$ cat config.mk
export PLATFORM = sky130hd
export DESIGN_NAME = machine_timer
export DESIGN_NICKNAME = d
export VERILOG_FILES = /design/src/logic/memmap_pkg.sv /design/src/logic/bus_pkg.sv /design/src/logic/machine_timer.sv
export SDC_FILE = /design/constraint.sdc
export NUM_CORES = 1
export LEC_CHECK = 0
export BUFFER_PORTS_ARGS = -buffer_cell sky130_fd_sc_hd__buf_2
export CAP_MARGIN = 20
export CORE_MARGIN = 4
export CORE_UTILIZATION = 45
export DETAILED_ROUTE_END_ITERATION = 10
export PLACE_DENSITY_LB_ADDON = 0.12
export SYNTH_ARGS = -nofsm -noshare
export SYNTH_HDL_FRONTEND = slang
export SYNTH_SLANG_ARGS = --single-unit
$ cat constraint.sdc
create_clock -name clk -period 3.13 [get_ports clk]
set_clock_uncertainty 0.1 [all_clocks]
set_input_delay 0.313 -clock clk [delete_from_list [all_inputs] [get_ports clk]]
set_output_delay 0.313 -clock clk [all_outputs]
set_load 0.01 [all_outputs]
$ cat src/logic/memmap_pkg.sv
`default_nettype none

package memmap_pkg;

    // UART transmitter window
    localparam logic [31:0] uart_tx_base = 32'hf000_0000;
    localparam logic [31:0] uart_tx_end = 32'hf000_000f;

    // machine timer window
    localparam logic [31:0] timer_base = 32'hffff_ff00;
    localparam logic [31:0] timer_end = 32'hffff_ff0f;

    // timer register offsets inside its window
    localparam logic [3:0] mtime_lo_off = 4'd0;
    localparam logic [3:0] mtime_hi_off = 4'd4;
    localparam logic [3:0] mtimecmp_lo_off = 4'd8;
    localparam logic [3:0] mtimecmp_hi_off = 4'd12;

    // everything outside the two windows falls to memory
    typedef enum logic [1:0] {
        region_memory,
        region_uart_tx,
        region_timer
    } mmio_region_e;

endpackage

`default_nettype wire

$ cat src/logic/bus_pkg.sv
`default_nettype none

package bus_pkg;

    // single word command from the core side
    typedef struct packed {
        logic [31:0] addr;
        logic        write;
        logic [31:0] wdata;
    } bus_cmd_t;

    // read data, valid for one cycle per read
    typedef struct packed {
        logic [31:0] rdata;
        logic        rdata_valid;
    } bus_rsp_t;

endpackage

`default_nettype wire

$ cat src/logic/machine_timer.sv
`timescale 1ns/10ps
`default_nettype none

module machine_timer (
    input  logic              clk,
    input  logic              rst_n,
    input  logic              start,
    input  bus_pkg::bus_cmd_t cmd,
    output logic              ready,
    output bus_pkg::bus_rsp_t rsp,
    input  logic [63:0]       mtime,
    output logic [63:0]       mtimecmp
);

    import memmap_pkg::*;

    logic [3:0]  offset;
    logic [31:0] rdata_q;
    logic        valid_q;

    assign offset = cmd.addr[3:0];
    assign ready = 1'b1;

    // mtime itself lives outside, only mtimecmp is writable
    always_ff @(posedge clk) begin
        if (!rst_n) begin
            mtimecmp <= '1;
            valid_q <= 1'b0;
        end else begin
            valid_q <= start && !cmd.write;
            if (start && cmd.write) begin
                case (offset)
                    mtimecmp_lo_off: mtimecmp[31:0] <= cmd.wdata;
                    mtimecmp_hi_off: mtimecmp[63:32] <= cmd.wdata;
                    default: ;
                endcase
            end
        end
    end

    always_ff @(posedge clk) begin
        if (start && !cmd.write) begin
            case (offset)
                mtime_lo_off: rdata_q <= mtime[31:0];
                mtime_hi_off: rdata_q <= mtime[63:32];
                mtimecmp_lo_off: rdata_q <= mtimecmp[31:0];
                mtimecmp_hi_off: rdata_q <= mtimecmp[63:32];
                default: rdata_q <= '0;
            endcase
        end
    end

    assign rsp = '{rdata: rdata_q, rdata_valid: valid_q};

endmodule

`default_nettype wire

### Word-level counts from Yosys, hierarchy flattened

Index checks and enable logic that the tools add are counted.

* $add $sub $neg: 0
* multipliers: 0
* div/mod/pow operators: 0
* magnitude comparators: 0
* equal/unequal tests: 3
* shifts and indexed selects: 0
* muxes and demuxes: 1
* bitwise operators: 0
* reductions and logical operators: 6

Operator list (number)
* 32-bit case mux with 4 select lines: 1
* 4-bit == test (second input constant): 2
* 4-bit by 3-bit == test with 1-bit output (second input constant): 1
* 4-bit zero test: 1
* 2-bit AND reduction: 2
* 1-bit logical AND: 2
* 1-bit zero test: 1

* flip-flop bits (word level): 97
* latch bits: 0
* RAM bits: 0
* memory bits (read-only): 0
* output and inout bits: 98
* memories: 0

### Logic depth before layout (Yosys ltp)

* depth after elaboration: 2
* gate-level depth with buffers: 6

### Worst setup path after synthesis

No wires, ideal clock.

* path kind: input to register
* start: in cmd[32] in the netlist's numbering
* end: reg rdata_q[0], enable pin
* setup time: 0.426 ns
* arrival time: 1.786 ns
* required time: 2.604 ns
* slack: 0.818 ns
* stages on the path: 1
* buffers on the path: 0
* cells stage by stage: nor2b_1

* longest elaborated chain between the ends: 2

RTL lines
* start, declared: line machine_timer.sv:8 `input bus_pkg::bus_cmd_t cmd,`
* 1-bit zero test: line machine_timer.sv:42 `if (start && !cmd.write) begin`
* 1-bit logical AND: line machine_timer.sv:42
* end signal, assigned: line machine_timer.sv:44 `mtime_lo_off: rdata_q <= mtime[31:0];`
* end signal, assigned: line machine_timer.sv:45 `mtime_hi_off: rdata_q <= mtime[63:32];`
* end signal, assigned: line machine_timer.sv:46 `mtimecmp_lo_off: rdata_q <= mtimecmp[31:0];`
* end, declared: line machine_timer.sv:18 `logic [31:0] rdata_q;`

No other way between the ends.
A chain may end at the register's enable or synchronous reset.

### Worst setup path after layout

* start: in cmd[35] in the netlist's numbering
* end: reg rdata_q[28] (data pin)

* longest elaborated chain between the ends: 2
* elaborated cells on any way between the ends: 5
* those cells by class: eq/ne: 3; mux: 1; reduce/logical: 1

RTL lines
* 4-bit == test (tied with other cells): line machine_timer.sv:43 `case (offset)`
* 32-bit case mux with 4 select lines *: line machine_timer.sv:43

Every way passes the cells marked *; elsewhere a longest branch is shown, timed or not.

==> flow_metrics.py <==
metrics = {
    "yosys": {
        "synth-simple-area-share_pct": 21.5,
        "synth_compound_area_share_pct": 14.5,
        "syn_avg_cell_area_um2": 9.31,
        "synth_top_family_by_area": "simple AND/OR/NAND/NOR gates",
        "synthTopCellsByCount": "dfxtp_1 (65), nand2_1 (65), nand3_1 (64), o21ai_1 (34)",
        "synth_edf_count": 32,
        "synthFlopType": "dfxtp_1",
        "synth_xor_area_share_pct": 0,
        "ys_ff_latch": 97,
        "synth_top_area_share_pct": 29.4,
        "synth_nets": 607,
        "yosysTopAreaCell": "dfxtp_1",
        "synth_area_leaders": "dfxtp_1 (29%), edfxtp_1 (22%), a221o_1 (7.2%)",
        "synthMuxAreaShare_pct": 7.25,
        "synth_seq_area_share_pct": 51.2,
        "ys_warn_count": 0,
        "ys_async_sr_fraction_pct": 0,
        "syn_inst": 475,
        "synth_fa_ha_area_share_pct": 0,
        "netlist_area_um2": 4420,
        "yosys.cell_types.count": 22,
    },
    "setup_path": {
        "worstPathMaxFanout": 25,
        "required_ps": 3250,
        "arrival_ps": 1790,
        "cp_top_family": "buffers and inverters",
        "crit_path_start_kind": "primary input",
        "cpPeakStageDelay_ps": 530,
        "critPathKind": "in -> reg",
        "path_buf_inv": 2,
        "path_cells": "buf_2, and4bb_2, buf_4, a221o_1",
        "cp_slowest_cell": "and4bb_2",
        "endpoint_kind": "register",
    },
    "clock_network": {
        "cts_tree": "built",
        "cts_buffer_depth": 2,
        "clock_latency_ps": 350,
        "ctsResizeCount": 0,
        "cts.sinks": 97,
        "post_cts_buffers": 0,
        "ctsHoldBuffers": 0,
        "cts_root_buffer": "clkbuf_8",
        "cts.clk_slew.worst_paths_ps": 100,
        "cts_buffers": 9,
        "cts_max_level": 3,
    },
    "timing": {
        "tightest_slew_ps": 683,
        "setup_tns_ps": 0,
        "min_period_over_period_pct": 53.5,
        "setup_viol": 0,
        "post-route-min-period_ps": 1680,
        "rsz0062_at_grt": "no",
        "max_freq_mhz": 597,
        "hold_viol_final": 0,
        "final_max_slew_viol_count": 0,
        "finalWorstSetupSlack_ps": 1450,
        "relSlewSlack_pct": 54.5,
    },
    "place": {
        "portBuffers": 200,
        "dp_cells": 768,
        "dp_slack_ps": 1070,
        "hpwl_um": 9250,
        "place_congestion": 0.787,
    },
    "layout": {
        "multiInputGateArea_um2": 1930,
        "fin_nets": 783,
        "register_area_um2": 2260,
        "drive_above_1_share_pct": 35.4,
        "n_antenna_cell": 0,
        "post-route-util_pct": 60.5,
        "fin_cells": 785,
        "nFillCells": 846,
        "area_growth_pct": 28.8,
    },
    "grt": {
        "track_usage_pct": 23.6,
        "grt_pass1_vias": 4126,
        "grt_max_degree": 66,
        "grt_pass1_wl_um": 21600,
        "antenna_found_initial": 0,
        "grt_overflow": 0,
    },
    "route": {
        "viasPerCell": 5.46,
        "ant_nets": 0,
        "vias": 4287,
        "firstDrtPassIters": 4,
        "drt-wirelength-per-cell_um": 17.6,
        "drt_wl_total_um": 13800,
        "remaining_drc_errors": 0,
        "drt_iter0_drc": 209,
    },
    "floorplan": {
        "chipWidth_um": 107,
        "dieArea_um2": 11500,
        "die_h_um": 107,
        "core.rowCount": 35,
        "initial_core_util_pct": 47.0,
        "coreArea_um2": 9420,
        "io_pins": 230,
    },
    "pwr": {
        "power_leakage_nw": 2.41,
        "powerDensity_nw_per_um2": 446,
        "peakVddDrop_mv": 0.235,
        "finalPower_mw": 2.54,
    },
    "run_status": {
        "status": "completed",
    },
    "flow_run": {
        "max_cap_viol_count": 0,
    },
    "hold_path": {
        "hold_class": "in -> reg",
    },
}
-- cells in the final DEF (no fill, tap or decap), types with 2 or more instances in the layout --
master     instances
buf_4             13
buf_2            200
nand2_1           64
a221o_1           32
nor2_1            32
mux2i_1           32
o21ai_1           34
o21ai_0           30
nand3_1           64
clkbuf_1           2
dfxtp_1           65
edfxtp_1          32
clkbuf_8           9
bufinv_16          2
and3_1            32
-- cells by family after synthesis --
group | count (synthesis)
and+or+nand+nor | 200
AOI/OAI and AO/OA | 96
muxes | 32
other | 1
buffers and inverters | 49
DFF | 97
-- through the flow --
step | cell area [um2] | hold slack (ps)
floorplan | 4420 | 421
global placement | 5450 | 391
detailed placement | 5450 | 396
CTS | 5660 | 207
global route | 5690 | 228
finish | 5690 | 229
-- final cells by class --
class | instances | share of cell area, %
Clock buffer | 11 | 2.31
Timing Repair Buffer | 214 | 19.8
Tap cell | 129 | 2.84
Sequential cell | 97 | 39.7
Multi-Input combinational cell | 329 | 33.9
Clock inverter | 5 | 1.41
-- report_power, final --
group	switching, mW	internal, mW
Clock	0.422	0.452
Sequential	0.0134	1.34
Combinational	0.175	0.141
-- final timing paths --
check / startpoint / endpoint / slack (ps) / depth (start not counted)
worst max-delay path: cmd[35] / rdata_q[28] / 1450 / 4
worst max register to register: mtimecmp[28] / rdata_q[28] / 2100 / 1
worst min-delay path: cmd[11] / mtimecmp[43] / 230 / 4
worst min register to register: mtimecmp[47] / mtimecmp[47] / 410 / 2
-- flip-flops by register name, indices dropped and copies added, names as in the netlist --
signal / flops
valid_q: 1
mtimecmp: 64
rdata_q: 32
-- routing by layer --
layer  up-vias  global-route usage, %  part of all wire, %  wire [um]
met5         -                      0                    0          0
met4         0                   8.22                  1.4        199
met3        19                   4.64                  8.1       1120
met2       189                   36.8                   48       6610
met1      2006                   32.7                   43       5890
li1       2073                      -                    -          -
Power figures use the tool's default switching activity.
