[config.mk]
export PLATFORM = sky130hd
export DESIGN_NAME = memory_map_controller
export DESIGN_NICKNAME = d
export VERILOG_FILES = /design/src/logic/memmap_pkg.sv /design/src/logic/bus_pkg.sv /design/src/logic/memory_map_controller.sv
export SDC_FILE = /design/constraint.sdc
export NUM_CORES = 1
export LEC_CHECK = 0
export BUFFER_PORTS_ARGS = -buffer_cell sky130_fd_sc_hd__buf_2
export CORE_AREA = 2 2 156 158
export CTS_CLUSTER_DIAMETER = 50
export CTS_CLUSTER_SIZE = 30
export DETAILED_ROUTE_END_ITERATION = 10
export DIE_AREA = 0 0 158 160
export SETUP_SLACK_MARGIN = 0.4
export SLEW_MARGIN = 20
export SYNTH_ARGS = -nofsm -noshare
export SYNTH_HDL_FRONTEND = slang
export SYNTH_SLANG_ARGS = --single-unit
[constraint.sdc]
create_clock -name clk -period 2 [get_ports clk]
set_input_delay 0.4 -clock clk [delete_from_list [all_inputs] [get_ports clk]]
set_output_delay 0.4 -clock clk [all_outputs]
set_load 0.02 [all_outputs]
[src/logic/memmap_pkg.sv]
`default_nettype none

package memmap_pkg;

    // UART transmitter window
    localparam logic [31:0] uart_tx_base = 32'hf000_0000;
    localparam logic [31:0] uart_tx_end = 32'hf000_000f;

    // machine timer window
    localparam logic [31:0] timer_base = 32'hffff_ff00;
    localparam logic [31:0] timer_end = 32'hffff_ff0f;

    // timer register offsets inside its window
    localparam logic [3:0] mtime_lo_off = 4'd0;
    localparam logic [3:0] mtime_hi_off = 4'd4;
    localparam logic [3:0] mtimecmp_lo_off = 4'd8;
    localparam logic [3:0] mtimecmp_hi_off = 4'd12;

    // everything outside the two windows falls to memory
    typedef enum logic [1:0] {
        region_memory,
        region_uart_tx,
        region_timer
    } mmio_region_e;

endpackage

`default_nettype wire

[src/logic/bus_pkg.sv]
`default_nettype none

package bus_pkg;

    // single word command from the core side
    typedef struct packed {
        logic [31:0] addr;
        logic        write;
        logic [31:0] wdata;
    } bus_cmd_t;

    // read data, valid for one cycle per read
    typedef struct packed {
        logic [31:0] rdata;
        logic        rdata_valid;
    } bus_rsp_t;

endpackage

`default_nettype wire

[src/logic/memory_map_controller.sv]
`timescale 1ns/10ps
`default_nettype none

module memory_map_controller (
    input  logic              clk,
    input  logic              rst_n,

    input  logic              cmd_start,
    input  bus_pkg::bus_cmd_t cmd,
    output logic              cmd_ready,
    output bus_pkg::bus_rsp_t rsp,

    output logic              mem_start,
    output bus_pkg::bus_cmd_t mem_cmd,
    input  logic              mem_ready,
    input  bus_pkg::bus_rsp_t mem_rsp,

    output logic              uart_start,
    output bus_pkg::bus_cmd_t uart_cmd,
    input  logic              uart_ready,
    input  bus_pkg::bus_rsp_t uart_rsp,

    output logic              timer_start,
    output bus_pkg::bus_cmd_t timer_cmd,
    input  logic              timer_ready,
    input  bus_pkg::bus_rsp_t timer_rsp
);

    import memmap_pkg::*;

    mmio_region_e live_region;
    mmio_region_e saved_region;
    logic         accept;

    // decode of the address on the port right now
    always_comb begin
        if (cmd.addr >= uart_tx_base && cmd.addr <= uart_tx_end) begin
            live_region = region_uart_tx;
        end else if (cmd.addr >= timer_base && cmd.addr <= timer_end) begin
            live_region = region_timer;
        end else begin
            live_region = region_memory;
        end
    end

    // a start while busy never reaches a target
    assign accept = cmd_start && cmd_ready;

    assign mem_start = accept && (live_region == region_memory);
    assign uart_start = accept && (live_region == region_uart_tx);
    assign timer_start = accept && (live_region == region_timer);

    // io targets see window-relative addresses
    always_comb begin
        mem_cmd = cmd;
        uart_cmd = cmd;
        uart_cmd.addr = cmd.addr - uart_tx_base;
        timer_cmd = cmd;
        timer_cmd.addr = cmd.addr - timer_base;
    end

    always_ff @(posedge clk) begin
        if (!rst_n) begin
            saved_region <= region_memory;
        end else if (accept) begin
            saved_region <= live_region;
        end
    end

    // ready and response follow the region of the last accepted command,
    // so a new address on the port cannot steal an older response
    always_comb begin
        case (saved_region)
            region_uart_tx: begin
                cmd_ready = uart_ready;
                rsp = uart_rsp;
            end
            region_timer: begin
                cmd_ready = timer_ready;
                rsp = timer_rsp;
            end
            default: begin
                cmd_ready = mem_ready;
                rsp = mem_rsp;
            end
        endcase
    end

    // every response belongs to a read accepted one cycle earlier
    assert property (@(posedge clk) disable iff (!rst_n)
        rsp.rdata_valid |-> $past(accept && !cmd.write));

    // one command in flight, so no target is still busy when a new one goes out
    assert property (@(posedge clk) disable iff (!rst_n)
        (mem_start || uart_start || timer_start) |->
            (mem_ready && uart_ready && timer_ready));

endmodule

`default_nettype wire

* After elaboration in Yosys (flattened, before gate mapping)
Index checks and enable logic that the tools add are counted.
** Storage, ports and cells
- Register bits :: 2
- Output and inout port bits :: 232
** Cells by class
- Add/subtract/negate cells :: 2
- Magnitude comparators :: 4
- Eq/ne operators :: 4
- Multiplexer cells :: 4
- Reduce and logical (&&, ||, !) cells :: 7
** Operators with widths (number)
- $pmux 33 s2 :: 1
- $ge 32x32->1 const B :: 2
- $le 32x32->1 const B :: 2
- $sub 32x32->32 const B :: 2
- $logic_and 1x1->1 :: 6
- $eq 2x1->1 const B :: 2
- $eq 2x2->1 const B :: 2
- $mux 2 :: 2
- $logic_not 2->1 :: 1
- $pmux 1 s2 :: 1

* Depth between registers and ports, before layout
- Depth after elaboration :: 6
- Gate-level depth with buffers :: 7
- Mapped depth without buffers :: 6

* Worst setup path before layout
OpenSTA, ideal clock, no wires.
- Path kind :: input -> output
- From :: in cmd[41] (netlist name)
- To :: out timer_start
- Arrival :: 1.651 ns
- Required time :: 1.600 ns
- Path slack :: -0.051 ns
- Stages on the path :: 5
- Path buffers :: 0
- Cell sequence :: ha_1 inv_1 nor3_4 nand2_2 nor3_1
** Between the ends
- Cells in the longest elaborated chain, start to end :: 6
- Elaborated cells between the ends (all ways) :: 10
** RTL lines
- start: declaration :: line memory_map_controller.sv:9 : input bus_pkg::bus_cmd_t cmd,
- $ge 32x32->1 or $le 32x32->1 (tied branches) :: line memory_map_controller.sv:39 : end else if (cmd.addr >= timer_base && cmd.addr <= timer_end) begin
- $logic_and 1x1->1 :: line memory_map_controller.sv:39
- $mux 2 :: line memory_map_controller.sv:39
- $mux 2 (*) :: line memory_map_controller.sv:37 : if (cmd.addr >= uart_tx_base && cmd.addr <= uart_tx_end) begin
- $eq 2x2->1 (*) :: line memory_map_controller.sv:51 : assign timer_start = accept && (live_region == region_timer);
- $logic_and 1x1->1 (*) :: line memory_map_controller.sv:51
- end: declaration :: line memory_map_controller.sv:23 : output logic timer_start,
Mark *: on every way between the ends. The rest lies on a longest branch, timed or not.

==> flow_metrics.py <==
metrics = {
    "outcome": {
        "status": "complete, but fails checks",
        "violations": "setup timing",
    },
    "final_layout": {
        "nFillCells": 2564,
        "final_util": 0.233,
        "reg_top3": "saved_region (2)",
        "multiInputGateArea_mm2": 0.00226,
        "largest_register": "saved_region",
        "final_nets": 703,
        "drive_gt1_frac": 0.890,
        "antenna_cells": 0,
        "largest_register_ffs": 2,
        "register_area_um2": 47.5,
        "area.growth.synth_to_final_pct": 116,
    },
    "setup_path": {
        "required_ps": 1600,
        "crit_fanout": 5,
        "path_class": "flop to output port",
        "crit_path_start_kind": "flop",
        "worstPathArrival_ps": 1660,
        "cp-end-kind": "output port",
    },
    "global_route": {
        "antenna_found_initial": 0,
        "globalRoute.totalOverflow": 0,
        "grt_pass1_wl_um": 16300,
        "grt_usage": 0.0838,
        "grt_pass1_vias": 3003,
        "grt_max_degree": 34,
    },
    "clock_tree": {
        "cts-root-buf": "clkbuf_16",
        "cts_hold_buf": 0,
        "htree_levels": 1,
        "clk_pin_slew_worst_paths_ps": 30,
        "cts_tree": "done",
        "clock_sinks": 2,
        "clkLatencyLatePin_ps": 220,
        "numCtsBuffers": 3,
        "clockBufferDepth": 2,
    },
    "floorplanning": {
        "die_y_um": 160,
        "initial_core_util": 0.108,
        "die_area_mm2": 0.0253,
        "num_rows": 57,
        "core_mm2": 0.0238,
        "die_w_um": 158,
        "ios": 402,
    },
    "placed_design": {
        "dp_hpwl_um": 8490,
        "io_buffers": 253,
        "gp_routability_congestion": 0.756,
    },
    "logic_synthesis": {
        "yosysUniqueCellTypes": 32,
        "synth_area_mm2": 0.00257,
        "synth_nets": 554,
        "syn_inst": 379,
        "seq_area_frac_synth": 0.0156,
        "postSynthAreaPerCell_um2": 6.77,
        "ys_warn_count": 0,
        "ys_ff_latch": 2,
    },
    "timing": {
        "rsz0062_at_grt": "yes",
        "slew_violations": 0,
        "finalSetupTns_ps": -611,
        "fin_worst_skew_ps": 1.04,
        "finalCritPeriodShare": 1.03,
        "period_needed_ps": 2060,
        "worst_slack_ps": -59.6,
        "hold_viol": 0,
        "setup_viol": 16,
        "slew_headroom": 0.776,
        "fmaxAchievable_mhz": 486,
        "worstMarginPinSlew_ps": 336,
    },
    "pwr": {
        "ir_drop_v": 0.000191,
        "p_leak_nw": 2.50,
        "power_switching_uw": 493,
        "p_sw_frac": 0.407,
        "intPower_uw": 719,
        "powerDensity_mw_per_mm2": 218,
        "p_seq_frac": 0.031,
        "p_comb_frac": 0.723,
        "clkPwrFrac": 0.246,
    },
    "route": {
        "drt_iter0_drc": 152,
        "drt-pass1-iter-count": 6,
        "vias_per_cell": 3.66,
        "avgRoutedWirePerCell_um": 14.2,
        "remaining_drc_errors": 0,
        "wl_um": 12000,
        "ant_nets": 0,
        "num_vias": 3109,
    },
    "job": {
        "cap_viol_max_count": 0,
    },
    "hold_path": {
        "hold_class": "input port to flop",
    },
}
[cell usage after synthesis]
library cell  number  area (µm²)
or3_1              1        6.26
nor2_1             4        15.0
buf_4            167        1250
nor4b_1            1        8.76
a22oi_1           33         248
and3_1             2        12.5
dfxtp_1            2        40.0
xnor2_1           20         175
a21oi_1            3        15.0
nor3_4             1        16.3
ha_1               5        62.6
nor4_1             4        25.0
o2bb2ai_1          1        8.76
nor3_2             2        20.0
and4_1             1        8.76
a211o_1            1        8.76
nor4_2             1        12.5
nand4_1            8        50.1
o41ai_2            1        16.3
o21a_1             1        7.51
buf_2              3        15.0
inv_1             11        41.3
nand2_1           41         154
buf_1              2        7.51
xor2_1             4        35.0
nand4_4            1        21.3
clkbuf_1          11        41.3
a221oi_1           1        8.76
nand2_2            1        6.26
o21ai_0           33         165
nand3_1           11        55.1
nor3_1             1        5.00
[power groups by stage]
stage	combinational, mW	clock [mW]	sequential, mW
after floorplan	0.721	0	0.0407
after global placement	0.677	0	0.0407
final	0.876	0.298	0.0375
after global routing	0.923	0.306	0.0375
after CTS	0.841	0.305	0.0402
after detailed placement	0.677	0	0.0407
[worst max-delay path, cell delays in order (launching register included)]
cell and delay [ps]:
dfxtp_4 350, inv_4 40, ha_4 230, buf_12 140, buf_12 140, buf_6 120, buf_16 130, o21ai_4 130
buf_6 130
[cell families (layout without fill, tap and decap cells)]
family / after synthesis / after routing / share of synthesized area
adders and majority gates: 5 / 5 / 0.0244
DFF: 2 / 2 / 0.0156
xor gates and xnor gates: 24 / 24 / 0.0819
AOI/OAI and AO/OA: 74 / 74 / 0.186
buffers and inverters: 194 / 341 / 0.529
and+or+nand+nor: 80 / 80 / 0.162
[what timing repair did]
action | 4_1_cts | 5_1_grt
buffers inserted | 15 | 5
pin swaps | 62 | 20
endpoints found under the setup margin | 60 | 60
gates cloned | 10 | 0
gates resized for setup | 253 | 42
[per-stage QoR]
step | cells | power, mW | hold WS, ps | area [µm²] | setup WS, ps
floorplan | 379 | 0.762 | 488 | 3180 | 206
CTS | 845 | 1.19 | 411 | 5320 | -153
detailed placement | 817 | 0.718 | 517 | 3880 | -321
global route | 850 | 1.27 | 436 | 5550 | -139
finish | 850 | 1.21 | 426 | 5550 | -59.6
global placement | 817 | 0.718 | 524 | 3880 | -318
[placed cells by master, fill, tap and decap left out, types with 2 or more instances in the layout]
cell type,netlist,final
a21oi_1,3,2
a22oi_1,33,18
a22oi_2,0,15
and3_4,0,2
buf_12,0,12
buf_16,0,12
buf_2,3,176
buf_4,167,52
buf_6,0,66
buf_8,0,9
clkbuf_16,0,3
dfxtp_4,0,2
ha_1,5,2
ha_4,0,3
inv_1,11,7
inv_2,0,2
nand2_1,41,8
nand2_2,1,9
nand2_4,0,24
nand3_4,0,9
nand4_1,8,8
nor2_4,0,3
nor3_4,1,4
nor4_4,0,4
o21ai_2,0,15
o21ai_4,0,18
xnor2_1,20,5
xnor2_2,0,7
xnor2_4,0,8
xor2_1,4,4
[layer usage]
metal / share of wire / vias to the layer above / GRT usage
met1: 0.37 / 1421 / 0.0900
met3: 0.12 / 6 / 0.0334
met2: 0.50 / 254 / 0.153
li1: - / 1428 / -
met4: 0.0094 / 0 / 0.0188
met5: 0 / - / 0
[path summary, 6_finish.rpt]
| path | startpoint | to | slack, ps | cells past startpoint |
|---|---|---|---|---|
| hold reg to reg | saved_region[1] | saved_region[1] | 530 | 2 |
| hold / removal | rst_n | saved_region[0] | 430 | 2 |
| setup reg to reg | saved_region[0] | saved_region[0] | 290 | 8 |
| setup / recovery | saved_region[0] | rsp[15] | -60 | 8 |
[final cells by class]
type                            count  share of cell area
Clock buffer                        3              0.0135
Timing Repair Buffer              327               0.490
Sequential cell                     2             0.00856
Tap cell                          324              0.0730
Multi-Input combinational cell    183               0.406
Inverter                           11             0.00856
Note: power is estimated with default switching activity, not from simulation.
