--- config.mk ---
export PLATFORM = sky130hd
export DESIGN_NAME = uart_tx_port
export DESIGN_NICKNAME = d
export VERILOG_FILES = /design/src/logic/bus_pkg.sv /design/src/logic/uart_tx_port.sv
export SDC_FILE = /design/constraint.sdc
export NUM_CORES = 1
export LEC_CHECK = 0
export ABC_AREA = 1
export ABC_CLOCK_PERIOD_IN_PS = 2370
export BUFFER_PORTS_ARGS = -buffer_cell sky130_fd_sc_hd__clkbuf_2
export CAP_MARGIN = 15
export CORE_MARGIN = 2
export CORE_UTILIZATION = 40
export DETAILED_ROUTE_END_ITERATION = 8
export PLACE_DENSITY_LB_ADDON = 0.05
export SETUP_SLACK_MARGIN = 0.5
export SYNTH_ARGS = -nofsm -noshare
export SYNTH_HDL_FRONTEND = slang
export SYNTH_SLANG_ARGS = --single-unit
--- constraint.sdc ---
create_clock -name clk -period 2.37 [get_ports clk]
set_input_delay 0.474 -clock clk [delete_from_list [all_inputs] [get_ports clk]]
set_output_delay 0.474 -clock clk [all_outputs]
set_load 0.01 [all_outputs]
--- src/logic/bus_pkg.sv ---
`default_nettype none

package bus_pkg;

    // single word command from the core side
    typedef struct packed {
        logic [31:0] addr;
        logic        write;
        logic [31:0] wdata;
    } bus_cmd_t;

    // read data, valid for one cycle per read
    typedef struct packed {
        logic [31:0] rdata;
        logic        rdata_valid;
    } bus_rsp_t;

endpackage

`default_nettype wire

--- src/logic/uart_tx_port.sv ---
`timescale 1ns/10ps
`default_nettype none

module uart_tx_port #(
    parameter int clks_per_bit = 8
) (
    input  logic              clk,
    input  logic              rst_n,
    input  logic              start,
    input  bus_pkg::bus_cmd_t cmd,
    output logic              ready,
    output bus_pkg::bus_rsp_t rsp,
    output logic              uart_tx
);

    localparam int cnt_bits = (clks_per_bit > 1) ? $clog2(clks_per_bit) : 1;

    typedef enum logic [1:0] {
        tx_idle,
        tx_start,
        tx_data,
        tx_stop
    } tx_state_e;

    tx_state_e           state_q;
    logic [cnt_bits-1:0] bit_cnt_q;
    logic [2:0]          bit_idx_q;
    logic [7:0]          shift_q;
    logic [7:0]          last_byte_q;
    logic                tx_q;
    logic                valid_q;
    logic                bit_done;
    logic                load;

    assign bit_done = (bit_cnt_q == cnt_bits'(clks_per_bit - 1));
    assign load = (state_q == tx_idle) && start && cmd.write;
    assign ready = (state_q == tx_idle);

    always_ff @(posedge clk) begin
        if (!rst_n) begin
            state_q <= tx_idle;
            bit_cnt_q <= '0;
            bit_idx_q <= '0;
            tx_q <= 1'b1;
            valid_q <= 1'b0;
            last_byte_q <= '0;
        end else begin
            valid_q <= start && !cmd.write;
            // bit period counter runs only while a frame is out
            if (state_q != tx_idle) begin
                bit_cnt_q <= bit_done ? '0 : bit_cnt_q + 1'b1;
            end
            case (state_q)
                tx_idle: begin
                    if (load) begin
                        state_q <= tx_start;
                        tx_q <= 1'b0;
                        last_byte_q <= cmd.wdata[7:0];
                    end
                end
                tx_start: begin
                    if (bit_done) begin
                        state_q <= tx_data;
                        tx_q <= shift_q[0];
                        bit_idx_q <= '0;
                    end
                end
                tx_data: begin
                    if (bit_done) begin
                        if (bit_idx_q == 3'd7) begin
                            state_q <= tx_stop;
                            tx_q <= 1'b1;
                        end else begin
                            tx_q <= shift_q[0];
                            bit_idx_q <= bit_idx_q + 3'd1;
                        end
                    end
                end
                tx_stop: begin
                    if (bit_done) begin
                        state_q <= tx_idle;
                    end
                end
                default: state_q <= tx_idle;
            endcase
        end
    end

    // lsb first, shifted as each bit goes on the line
    always_ff @(posedge clk) begin
        if (load) begin
            shift_q <= cmd.wdata[7:0];
        end else if ((state_q == tx_start || state_q == tx_data) && bit_done) begin
            shift_q <= shift_q >> 1;
        end
    end

    assign uart_tx = tx_q;
    assign rsp = '{rdata: {24'h0, last_byte_q}, rdata_valid: valid_q};

    // controller holds starts off while a frame is sending
    assert property (@(posedge clk) disable iff (!rst_n)
        start |-> state_q == tx_idle);

endmodule

`default_nettype wire

Word level (Yosys, flattened, before mapping)
Cells that the tools add are included.

Add/subtract/negate cells: 2. $mul: 0. Divide/modulo/power cells: 0. Order comparisons: 0. Eq/ne operators: 11. Shift-type cells: 0. Mux-type cells: 18. Bitwise logic cells: 0. Reductions and logical operators: 15.

Operators with widths (number): 2-to-1 mux 8 bit (2); 2-to-1 mux 3 bit (4); 2-to-1 mux 2 bit (5); inequality test 2 bit (second input constant) (5); one-hot mux 2 bit (4 select lines) (1); AND reduction 4 bit (2); adder 3 x 1 -> 3 bit (second input constant) (2); == test 3 bit (second input constant) (2); one-hot mux 3 bit (2 select lines) (1); nonzero test 2 bit (3); AND reduction 5 bit (1); == test 2 bit (second input constant) (2); logical AND 1 bit (4); 2-to-1 mux 1 bit (4); one-hot mux 1 bit (3 select lines) (1); nonzero test 3 bit (1); == test 2 x 1 -> 1 bit (second input constant) (1); logical NOT 2 bit (1); inequality test 2 x 1 -> 1 bit (second input constant) (1); AND reduction 2 bit (1); logical NOT 1 bit (1); logical OR 1 bit (1).

Register bits: 26. Bits in latches: 0. Bits in writable memories: 0. Memory bits (read-only): 0. Bits of input ports: 68. Output and inout port bits: 35. Word-level logic and storage cells: 53. Memories: 0.

Longest topological paths before layout
Gate-level depths: netlist of the first run.

Depth in word-level cells: 5. Depth in mapped cells: 10. Depth with buffers taken out: 10.

Worst setup path after synthesis of the first run
No wires, ideal clock.

Kind: reg-to-reg. From: register state_q[0]. To: register shift_q[0], enable pin. Library setup time: 0.384 ns. Data arrival time: 1.408 ns. Data required time: 1.986 ns. Slack: 0.578 ns. Cell stages (with the launch flop): 6. Path buffers: 1. Period minus slack after synthesis: 1.792 ns. Cells stage by stage: dfxtp_1 -> inv_1 -> ha_1 -> nand3_2 -> buf_6 -> o21ai_0.

Word-level cells in the longest chain between the ends: 4. Elaborated cells on any way between the ends: 8.

RTL lines: start, declared (line uart_tx_port.sv:25) `tx_state_e state_q;`; start signal, assigned (line uart_tx_port.sv:41) `state_q <= tx_idle;`; start signal, assigned (line uart_tx_port.sv:56) `state_q <= tx_start;`; start signal, assigned (line uart_tx_port.sv:63) `state_q <= tx_data;`; logical NOT 2 bit; via ready (line uart_tx_port.sv:11) `output logic ready,`; logical AND 1 bit (2 in series) (line uart_tx_port.sv:36) `assign load = (state_q == tx_idle) && start && cmd.write;`; nonzero test 2 bit (no line); end signal, assigned (line uart_tx_port.sv:92) `shift_q <= cmd.wdata[7:0];`; end signal, assigned (line uart_tx_port.sv:94) `shift_q <= shift_q >> 1;`; end, declared (line uart_tx_port.sv:28) `logic [7:0] shift_q;`.

The timed path passes the listed nets, and every way through them passes these cells. A chain may end at the register's enable or synchronous reset.

Worst setup path in the final report of the first run
From: register state_q[0]. To: output ready.

Word-level cells in the longest chain between the ends: 1.

RTL lines: logical NOT 2 bit (line uart_tx_port.sv:37) `assign ready = (state_q == tx_idle);`; end, declared (line uart_tx_port.sv:11).

Every way passes these cells.

==> results by group, run 1 <==
Timing
  – Highest attainable clock frequency: 556 MHz
  – Final setup skew: 0.00251 ns
  – Final Setup Violations: 0
  – Setup slack after layout: ~0.57 ns
  – Setup repair after global routing missed its margin: true
  – Count of endpoints failing hold in the final timing report: 0
  – Slew of the pin with the lowest slew margin: ~0.56 ns
  – Worst rel slew slack: ~63%
  – Post-layout min period: ~1.8 ns
  – Final worst path period share: between 70 and 80%
  – Setup TNS: 0 ns
  – Final Slew Violations: 0
  – Smallest hold slack: around 0.39 ns

Routing
  – Via density: between 4 and 5
  – Antenna-violating nets left: 0
  – Routed vias: approximately 1100
  – DRC violation total after the first TritonRoute iteration: 19
  – Detailed-routing iteration count for the pre-antenna-repair pass: 4
  – Wire length reported by the detailed router: 2400 um
  – Number of design rule violations left after detail routing: 0
  – Routed wirelength normalized by instance count: between 9 and 10 um

Final layout
  – Fin nets: 275
  – Fill cell instance count of the final layout: ~380
  – Post-layout instance count excluding filler cells: 243
  – Fraction of final layout cells with drive strength greater than 1: 25.9%
  – Synth-to-layout area growth: 5.50%
  – ANT cells: 0

Place
  – Post-placement worst setup slack: 0.528 ns
  – Final RePlAce weighted congestion: a little over 0.7
  – Post-DP HPWL: roughly 1900 um
  – Count of buffers from port buffering: 22
  – Number of placed cells counting well taps: about 240

Clock tree
  – CTS tree: yes
  – Post-CTS setup repair buffer count: 0
  – Clock slew at the register clock pins of the worst setup and hold paths: ~0.14 ns
  – Number of levels in the clock H-tree: 1
  – Number of buffers on the longest clock path: 2
  – Number of buffers added by the clock tree synthesis step: 3
  – CTS hold repair buffers: 0
  – Skew-Pair Late Insertion Delay: 0.31 ns
  – TritonCTS Sinks: 26
  – CTS root buffer: sky130_fd_sc_hd__clkbuf_4

Floorplanning
  – Floorplan row count: 21
  – Die Footprint: just over 4000 sq um
  – Total I/O pin count: 103
  – Width of the die: ~64 um
  – Die boundary height: approximately 64 um
  – Core footprint: approximately 3400 sq um
  – Initial standard-cell utilization of the core: a little over two fifths

Power and ir drop
  – PnR Total Power: between 0.001 and 0.0015 W
  – Max rail drop VDD: around 0.00045 V
  – Static leakage power: around 0.76 nW
  – Power Dens Cells: 884 nW/um^2

Yosys
  – Post-synth top area share: about a quarter
  – Area of the mapped netlist: roughly 1500 sq um
  – Netlist cell types: 20
  – Mean post-synth cell area: about 8.3 sq um
  – Cell type with the highest aggregate area in the netlist: sky130_fd_sc_hd__dfxtp_1
  – Prevailing post-synth register cell: sky130_fd_sc_hd__dfxtp_1
  – Count of state elements after synthesis: 26
  – Top post-synthesis cells by count: sky130_fd_sc_hd__nand2_1, sky130_fd_sc_hd__buf_4, sky130_fd_sc_hd__dfxtp_1
  – Synth Instances: 175
  – Cell types with the largest area share after synthesis: sky130_fd_sc_hd__dfxtp_1, sky130_fd_sc_hd__edfxtp_1, sky130_fd_sc_hd__buf_4
  – Post-synth EDFFs: 8
  – Async set or reset register ratio after synthesis: 0%
  – Dominant cell by count in the synthesized netlist: sky130_fd_sc_hd__nand2_1
  – Number of synthesis warnings: 0
  – Share of synthesized area occupied by flip-flops and latches: 41.2%

Setup path
  – Capture point of the worst reg-to-reg path: shift_q[5]
  – Data arrival time of the critical path: approximately 1.3 ns
  – Slack of the worst reg-to-reg path: roughly 0.65 ns
  – Length in cells of the worst reg-to-reg path: 5
  – Crit path max fanout: 7
  – Type of element launching the critical path: flop
  – Critical path capture point type: output port
  – Worst path required time: 1.90 ns
  – Crit Reg-Reg Startpoint: state_q[0]
  – Critical path start-end classification: reg -> out

Min path
  – Classification of the worst-slack hold path: in -> reg
  – Hold Path Stages: 3
  – Sink of the worst hold path: last_byte_q[3]
  – Hold_sp: cmd[3]

GRT
  – Via count of the first global-routing pass: 970
  – Global-route usage over all layers: about 13%
  – Aggregate global routing overflow: 0
  – First-pass GRT wire length: about 4200 um
  – Pin count of the biggest net entering global routing: 18
  – Initial antenna violation count: 0

Job
  – MaxCap Viol Count: 0

Status
  – Status: complete, no violations
-- registers in the layout (all words and copies together) (netlist names) --
register	cells
state_q	2
uart_tx	1
bit_idx_q	3
valid_q	1
bit_cnt_q	3
last_byte_q	8
shift_q	8
-- power breakdown --
group,switching [W],internal [W],leakage (nW)
registers,0.0000579,0.000573,0.222
clock network,0.000126,0.0000615,0.0154
logic,0.000348,0.000193,0.519
-- worst max path at each step --
| stage | start | endpoint | cells past startpoint |
|---|---|---|---|
| global route | state_q[0] | ready | 3 |
| finish | state_q[0] | ready | 3 |
| CTS | state_q[0] | shift_q[5] | 5 |
| floorplan | state_q[0] | shift_q[0] | 5 |
| detailed placement | state_q[0] | shift_q[4] | 5 |
| global placement | state_q[0] | shift_q[7] | 5 |
-- final cells by class --
class | instances | area (sq um) | share of cell area [%]
clock buffer | 3 | 22.5 | 1.47
sequential | 26 | 601 | 39.1
timing repair buffer | 23 | 118 | 7.65
multi-input combinational | 128 | 669 | 43.6
clock inverter | 1 | 3.75 | 0.244
inverter | 16 | 65.1 | 4.23
tap | 46 | 57.6 | 3.75
-- cells in the final DEF, fill, tap and decap left out --
master | synthesis | layout
sky130_fd_sc_hd__ha_1 | 9 | 9
sky130_fd_sc_hd__inv_2 | 3 | 3
sky130_fd_sc_hd__edfxtp_1 | 8 | 8
sky130_fd_sc_hd__nand2_1 | 44 | 44
sky130_fd_sc_hd__a211oi_1 | 1 | 1
sky130_fd_sc_hd__nor2_1 | 13 | 13
sky130_fd_sc_hd__clkbuf_4 | 0 | 3
sky130_fd_sc_hd__dfxtp_1 | 18 | 18
sky130_fd_sc_hd__nand3_1 | 6 | 6
sky130_fd_sc_hd__a21oi_2 | 9 | 9
sky130_fd_sc_hd__nand2_2 | 10 | 10
sky130_fd_sc_hd__clkinv_4 | 1 | 1
sky130_fd_sc_hd__buf_4 | 25 | 1
sky130_fd_sc_hd__nor2_2 | 1 | 1
sky130_fd_sc_hd__a21oi_1 | 5 | 5
sky130_fd_sc_hd__conb_1 | 1 | 24
sky130_fd_sc_hd__clkinv_1 | 0 | 1
sky130_fd_sc_hd__o21ai_0 | 5 | 5
sky130_fd_sc_hd__clkbuf_2 | 0 | 22
sky130_fd_sc_hd__inv_1 | 12 | 12
sky130_fd_sc_hd__nand3_4 | 0 | 1
-- cells by family after synthesis --
group	Yosys count	synth area share [%]
AND/OR/NAND/NOR	75	22.2
buffers and inverters	44	19.2
flip-flops	26	41.2
AO/OA/AOI/OAI	20	9.36
adder cells (fa/ha/maj)	9	7.73
other	1	0.257
-- critical path: stages (launching register included) --
cell	delay [ns]
sky130_fd_sc_hd__dfxtp_1	0.37
sky130_fd_sc_hd__inv_1	0.09
sky130_fd_sc_hd__ha_1	0.36
sky130_fd_sc_hd__clkbuf_2	0.20
-- layer usage --
metal  global-route usage, %  part of all wire, %  vias to the layer above  wire, um
met3                    1.76                  6.0                        2       143
met2                    21.5                   48                       34      1160
met4                    4.52                 0.63                        0        15
met1                    16.5                   45                      478      1080
li1                        -                    -                      546         -
met5                       0                    0                        -         0
-- what timing repair did --
action / CTS / global route
hold endpoints to repair: 0 / 0
resized for setup: 0 / 1
setup endpoints to repair: 0 / 8
-- stage by stage --
step	area [sq um]	utilization, %
finish	1540	45.0
detailed placement	1500	44.0
CTS	1530	44.8
floorplan	1540	-
global placement	1500	44.0
global route	1540	45.0
(Power assumes the default switching activity.)
==> inputs of run 2 (changes only) <==
ABC_AREA = 0   (was 1)
ABC_CLOCK_PERIOD_IN_PS = 1500   (was 2370)
CORE_UTILIZATION = 36   (was 40)
clock period = 1.5 ns   (was 2.37 ns; I/O delays follow)
==> run 2 against run 1 <==
Compared with the run above: sequential share of layout area shrank 10 points; non-clock buffer count up 26; via count rose by 1.7%; sequential cell count is the same; first-iteration DRC count grew to 3.7 times the previous value; worst setup slack got worse by 0.50 ns; sequential power increased by 54%; critical endpoint is now uart_tx; largest cell class unchanged.
==> results by group, run 2 <==
Power and ir drop
  – Proportion of power drawn by flip-flops and latches: 29.5% (-17 points)
  – Power Dens Cells: 1510 nW/um^2 (+70%)
  – Part of the power in the clock network: 18.0% (+4.2 points)
  – Internal Pwr Total: 0.00220 W (+170%)
  – Switching component of the power: 0.00108 W (+100%)
  – Switching share of total power: 33.0% (-6.1 points)
  – Static leakage power: 0.935 nW (+24%)
  – Max rail drop VDD: 0.000715 V (+60%)
  – Combinational share of power: 52.5% (+13 points)

Yosys
  – Share of synthesized area occupied by flip-flops and latches: 41.9% (+0.68 points)
  – Netlist cell types: 37 (+85%)
  – Top post-synthesis cells by count: sky130_fd_sc_hd__nand2_1, sky130_fd_sc_hd__buf_4, sky130_fd_sc_hd__dfxtp_1
  – Prevailing post-synth register cell: sky130_fd_sc_hd__dfxtp_1
  – Cell types with the largest area share after synthesis: sky130_fd_sc_hd__dfxtp_1, sky130_fd_sc_hd__edfxtp_1, sky130_fd_sc_hd__buf_4
  – Number of synthesis warnings: 0 (unchanged)
  – Post-synth EDFFs: 8 (unchanged)
  – Cell type with the highest aggregate area in the netlist: sky130_fd_sc_hd__dfxtp_1
  – Area of the mapped netlist: 1430 sq um (-1.6%)
  – Async set or reset register ratio after synthesis: 0% (unchanged)
  – Post-synth top area share: 25.2% (+0.41 points)
  – Synth Instances: 147 (-16%)
  – Dominant cell by count in the synthesized netlist: sky130_fd_sc_hd__nand2_1
  – Mean post-synth cell area: 9.75 sq um (+17%)
  – Count of state elements after synthesis: 26 (unchanged)

Setup path
  – Critical path capture point type: flop
  – Crit Reg-Reg Startpoint: state_q[1]
  – Type of element launching the critical path: flop
  – Launch point of the worst path: state_q[1]
  – Data arrival time of the critical path: 1.62 ns (+0.30 ns)
  – Worst path required time: 1.70 ns (-0.20 ns)
  – Critical path start-end classification: reg -> reg
  – Crit path max fanout: 4 (-3)

Timing
  – Final worst path period share: 95.0%
  – Count of endpoints failing hold in the final timing report: 0 (unchanged)
  – Final setup skew: 0.00187 ns (-0.000641 ns)
  – Setup repair after global routing missed its margin: true
  – Final Slew Violations: 0 (unchanged)
  – Post-layout min period: roughly 1.4 ns
  – Final Setup Violations: 0 (unchanged)
  – Setup slack after layout: 0.0745 ns (-0.497 ns)
  – Highest attainable clock frequency: 701 MHz

Routing
  – Detailed-routing iteration count for the pre-antenna-repair pass: 4 (unchanged)
  – Antenna-violating nets left: 0 (unchanged)
  – Via density: 4.47 (+2.5%)
  – Number of design rule violations left after detail routing: 0 (unchanged)
  – Wire length reported by the detailed router: 2980 um (+24%)
  – Routed wirelength normalized by instance count: 12.4 um (+25%)
  – DRC violation total after the first TritonRoute iteration: 71 (+52)
  – Routed vias: 1078 (+1.7%)

Clock tree
  – CTS tree: yes
  – Clock slew at the register clock pins of the worst setup and hold paths: 0.10 ns (-0.04 ns)
  – Number of buffers added by the clock tree synthesis step: 3 (unchanged)
  – Skew-Pair Late Insertion Delay: 0.27 ns (-0.04 ns)
  – Number of buffers on the longest clock path: 2 (unchanged)
  – TritonCTS Sinks: 26 (unchanged)
  – CTS root buffer: sky130_fd_sc_hd__clkbuf_8
  – Number of levels in the clock H-tree: 1 (unchanged)
  – CTS hold repair buffers: 0 (unchanged)

Floorplanning
  – Total I/O pin count: 103 (unchanged)
  – Die boundary height: 67.1 um (+4.3%)
  – Width of the die: 67.1 um (+4.3%)
  – Die Footprint: 4500 sq um (+8.7%)
  – Initial standard-cell utilization of the core: 38.3% (-4.4 points)
  – Core footprint: 3740 sq um (+9.6%)
  – Floorplan row count: 22 (+4.8%)

Place
  – Final RePlAce weighted congestion: 0.729 (+0.47%)
  – Count of buffers from port buffering: 22 (unchanged)
  – Post-placement worst setup slack: 0.0595 ns (-0.469 ns)
  – Post-DP HPWL: 1840 um (-2.4%)

Min path
  – Classification of the worst-slack hold path: in -> reg
  – Hold_sp: cmd[6]

GRT
  – Via count of the first global-routing pass: 1024 (+5.6%)
  – Global-route usage over all layers: 14.1% (+1.4 points)
  – Initial antenna violation count: 0 (unchanged)
  – First-pass GRT wire length: 4710 um (+12%)
  – Pin count of the biggest net entering global routing: 21 (+3)
  – Aggregate global routing overflow: 0 (unchanged)

Job
  – MaxCap Viol Count: 0 (unchanged)

Final layout
  – ANT cells: 0 (unchanged)
  – Commonest non-fill, non-tap cell in the layout: sky130_fd_sc_hd__conb_1
  – Registers with the highest flip-flop counts: last_byte_q: 8 flops, shift_q: 8 flops
  – Commonest cells after routing, fill and taps aside: sky130_fd_sc_hd__conb_1, sky130_fd_sc_hd__buf_6, sky130_fd_sc_hd__buf_4
  – Fin util: 58.2% (+13 points)
  – Fill cell instance count of the final layout: 333 (-12%)
  – Fin nets: 271 (-1.5%)
  – Synth-to-layout area growth: 52.1%
  – Fraction of final layout cells with drive strength greater than 1: 60.1% (+34 points)

Status
  – Status: complete, no violations
run 2: cell types whose count changed after synthesis, moves of 3 or more:
| cell | delta |
|---|---|
| sky130_fd_sc_hd__a21boi_1 | +7 |
| sky130_fd_sc_hd__a21oi_1 | -4 |
| sky130_fd_sc_hd__a21oi_2 | -9 |
| sky130_fd_sc_hd__inv_1 | -10 |
| sky130_fd_sc_hd__mux2i_1 | +3 |
| sky130_fd_sc_hd__nand2_1 | -12 |
| sky130_fd_sc_hd__nand2_2 | -10 |
| sky130_fd_sc_hd__nand3_1 | -3 |
| sky130_fd_sc_hd__nor2_1 | -10 |
| sky130_fd_sc_hd__nor2b_1 | +6 |
| sky130_fd_sc_hd__o21ai_0 | -4 |
run 2: per-stage QoR:
step	power, W	setup TNS [ns]	area, sq um	hold WS [ns]	std cells
2_1_floorplan	0.00179	0	1660	0.457	170
4_1_cts	0.00301	0	1980	0.250	234
5_1_grt	0.00351	-0.0478	2180	0.236	241
3_5_place_dp	0.00192	0	1610	0.447	212
3_3_place_gp	0.00190	0	1610	0.442	212
6_report	0.00328	0	2180	0.252	241
run 2: routing by layer:
layer	routed length, um	up-vias	global-route usage [%]
li1	-	534	-
met1	1200	515	16.7
met2	1650	27	25.5
met3	113	2	2.03
met4	17	0	5.36
met5	0	-	0
run 2: logic make-up (layout without fill, tap and decap cells):
kind of cell / count (synthesis) / in the layout / share of synthesized area (%)
flops: 26 / 26 / 41.9
mux: 3 / 3 / 2.10
compound gates: 20 / 20 / 13.0
buf+inv: 34 / 56 / 16.9
other cells: 1 / 24 / 0.262
fa+ha+maj: 9 / 9 / 7.86
simple gates: 54 / 55 / 17.9
run 2: worst max-delay path, cell delays in order (launching register included):
cell	delay, ns
sky130_fd_sc_hd__dfxtp_4	0.38
sky130_fd_sc_hd__inv_4	0.05
sky130_fd_sc_hd__ha_4	0.17
sky130_fd_sc_hd__nor2b_4	0.14
sky130_fd_sc_hd__a2111oi_4	0.36
sky130_fd_sc_hd__nor3b_2	0.09
sky130_fd_sc_hd__a41oi_1	0.15
run 2: area by class of cell:
class                   instances  area, sq um  share of cell area [%]
multi-input cells             111          981                    45.0
flip-flops and latches         26          624                    28.7
repair buffers                 49          425                    19.5
well taps                      48         60.1                    2.76
clock buffers                   3         41.3                    1.90
clock inverters                 1         30.0                    1.38
inverters                       3         16.3                   0.747
run 2: final timing paths:
path | to | slack [ns] | cells past startpoint
worst max-delay path | uart_tx | 0.07 | 6
worst min-delay path | last_byte_q[6] | 0.25 | 3
worst min register to register | last_byte_q[3] | 0.47 | 2
worst max register to register | uart_tx | 0.07 | 6
run 2: what timing repair did:
item | CTS | global route
gates resized for setup | 43 | 41
gates cloned | 1 | 0
buffers inserted | 17 | 7
setup endpoints to repair | 44 | 44
pin swaps | 26 | 16
run 2: power groups by stage:
stage	Clock (W)	Sequential, W	Combinational (W)
after global placement	0	0.000954	0.000948
after global routing	0.000650	0.000984	0.00187
final	0.000590	0.000968	0.00172
after CTS	0.000605	0.000959	0.00145
after detailed placement	0	0.000958	0.000963
after floorplan	0	0.000961	0.000829
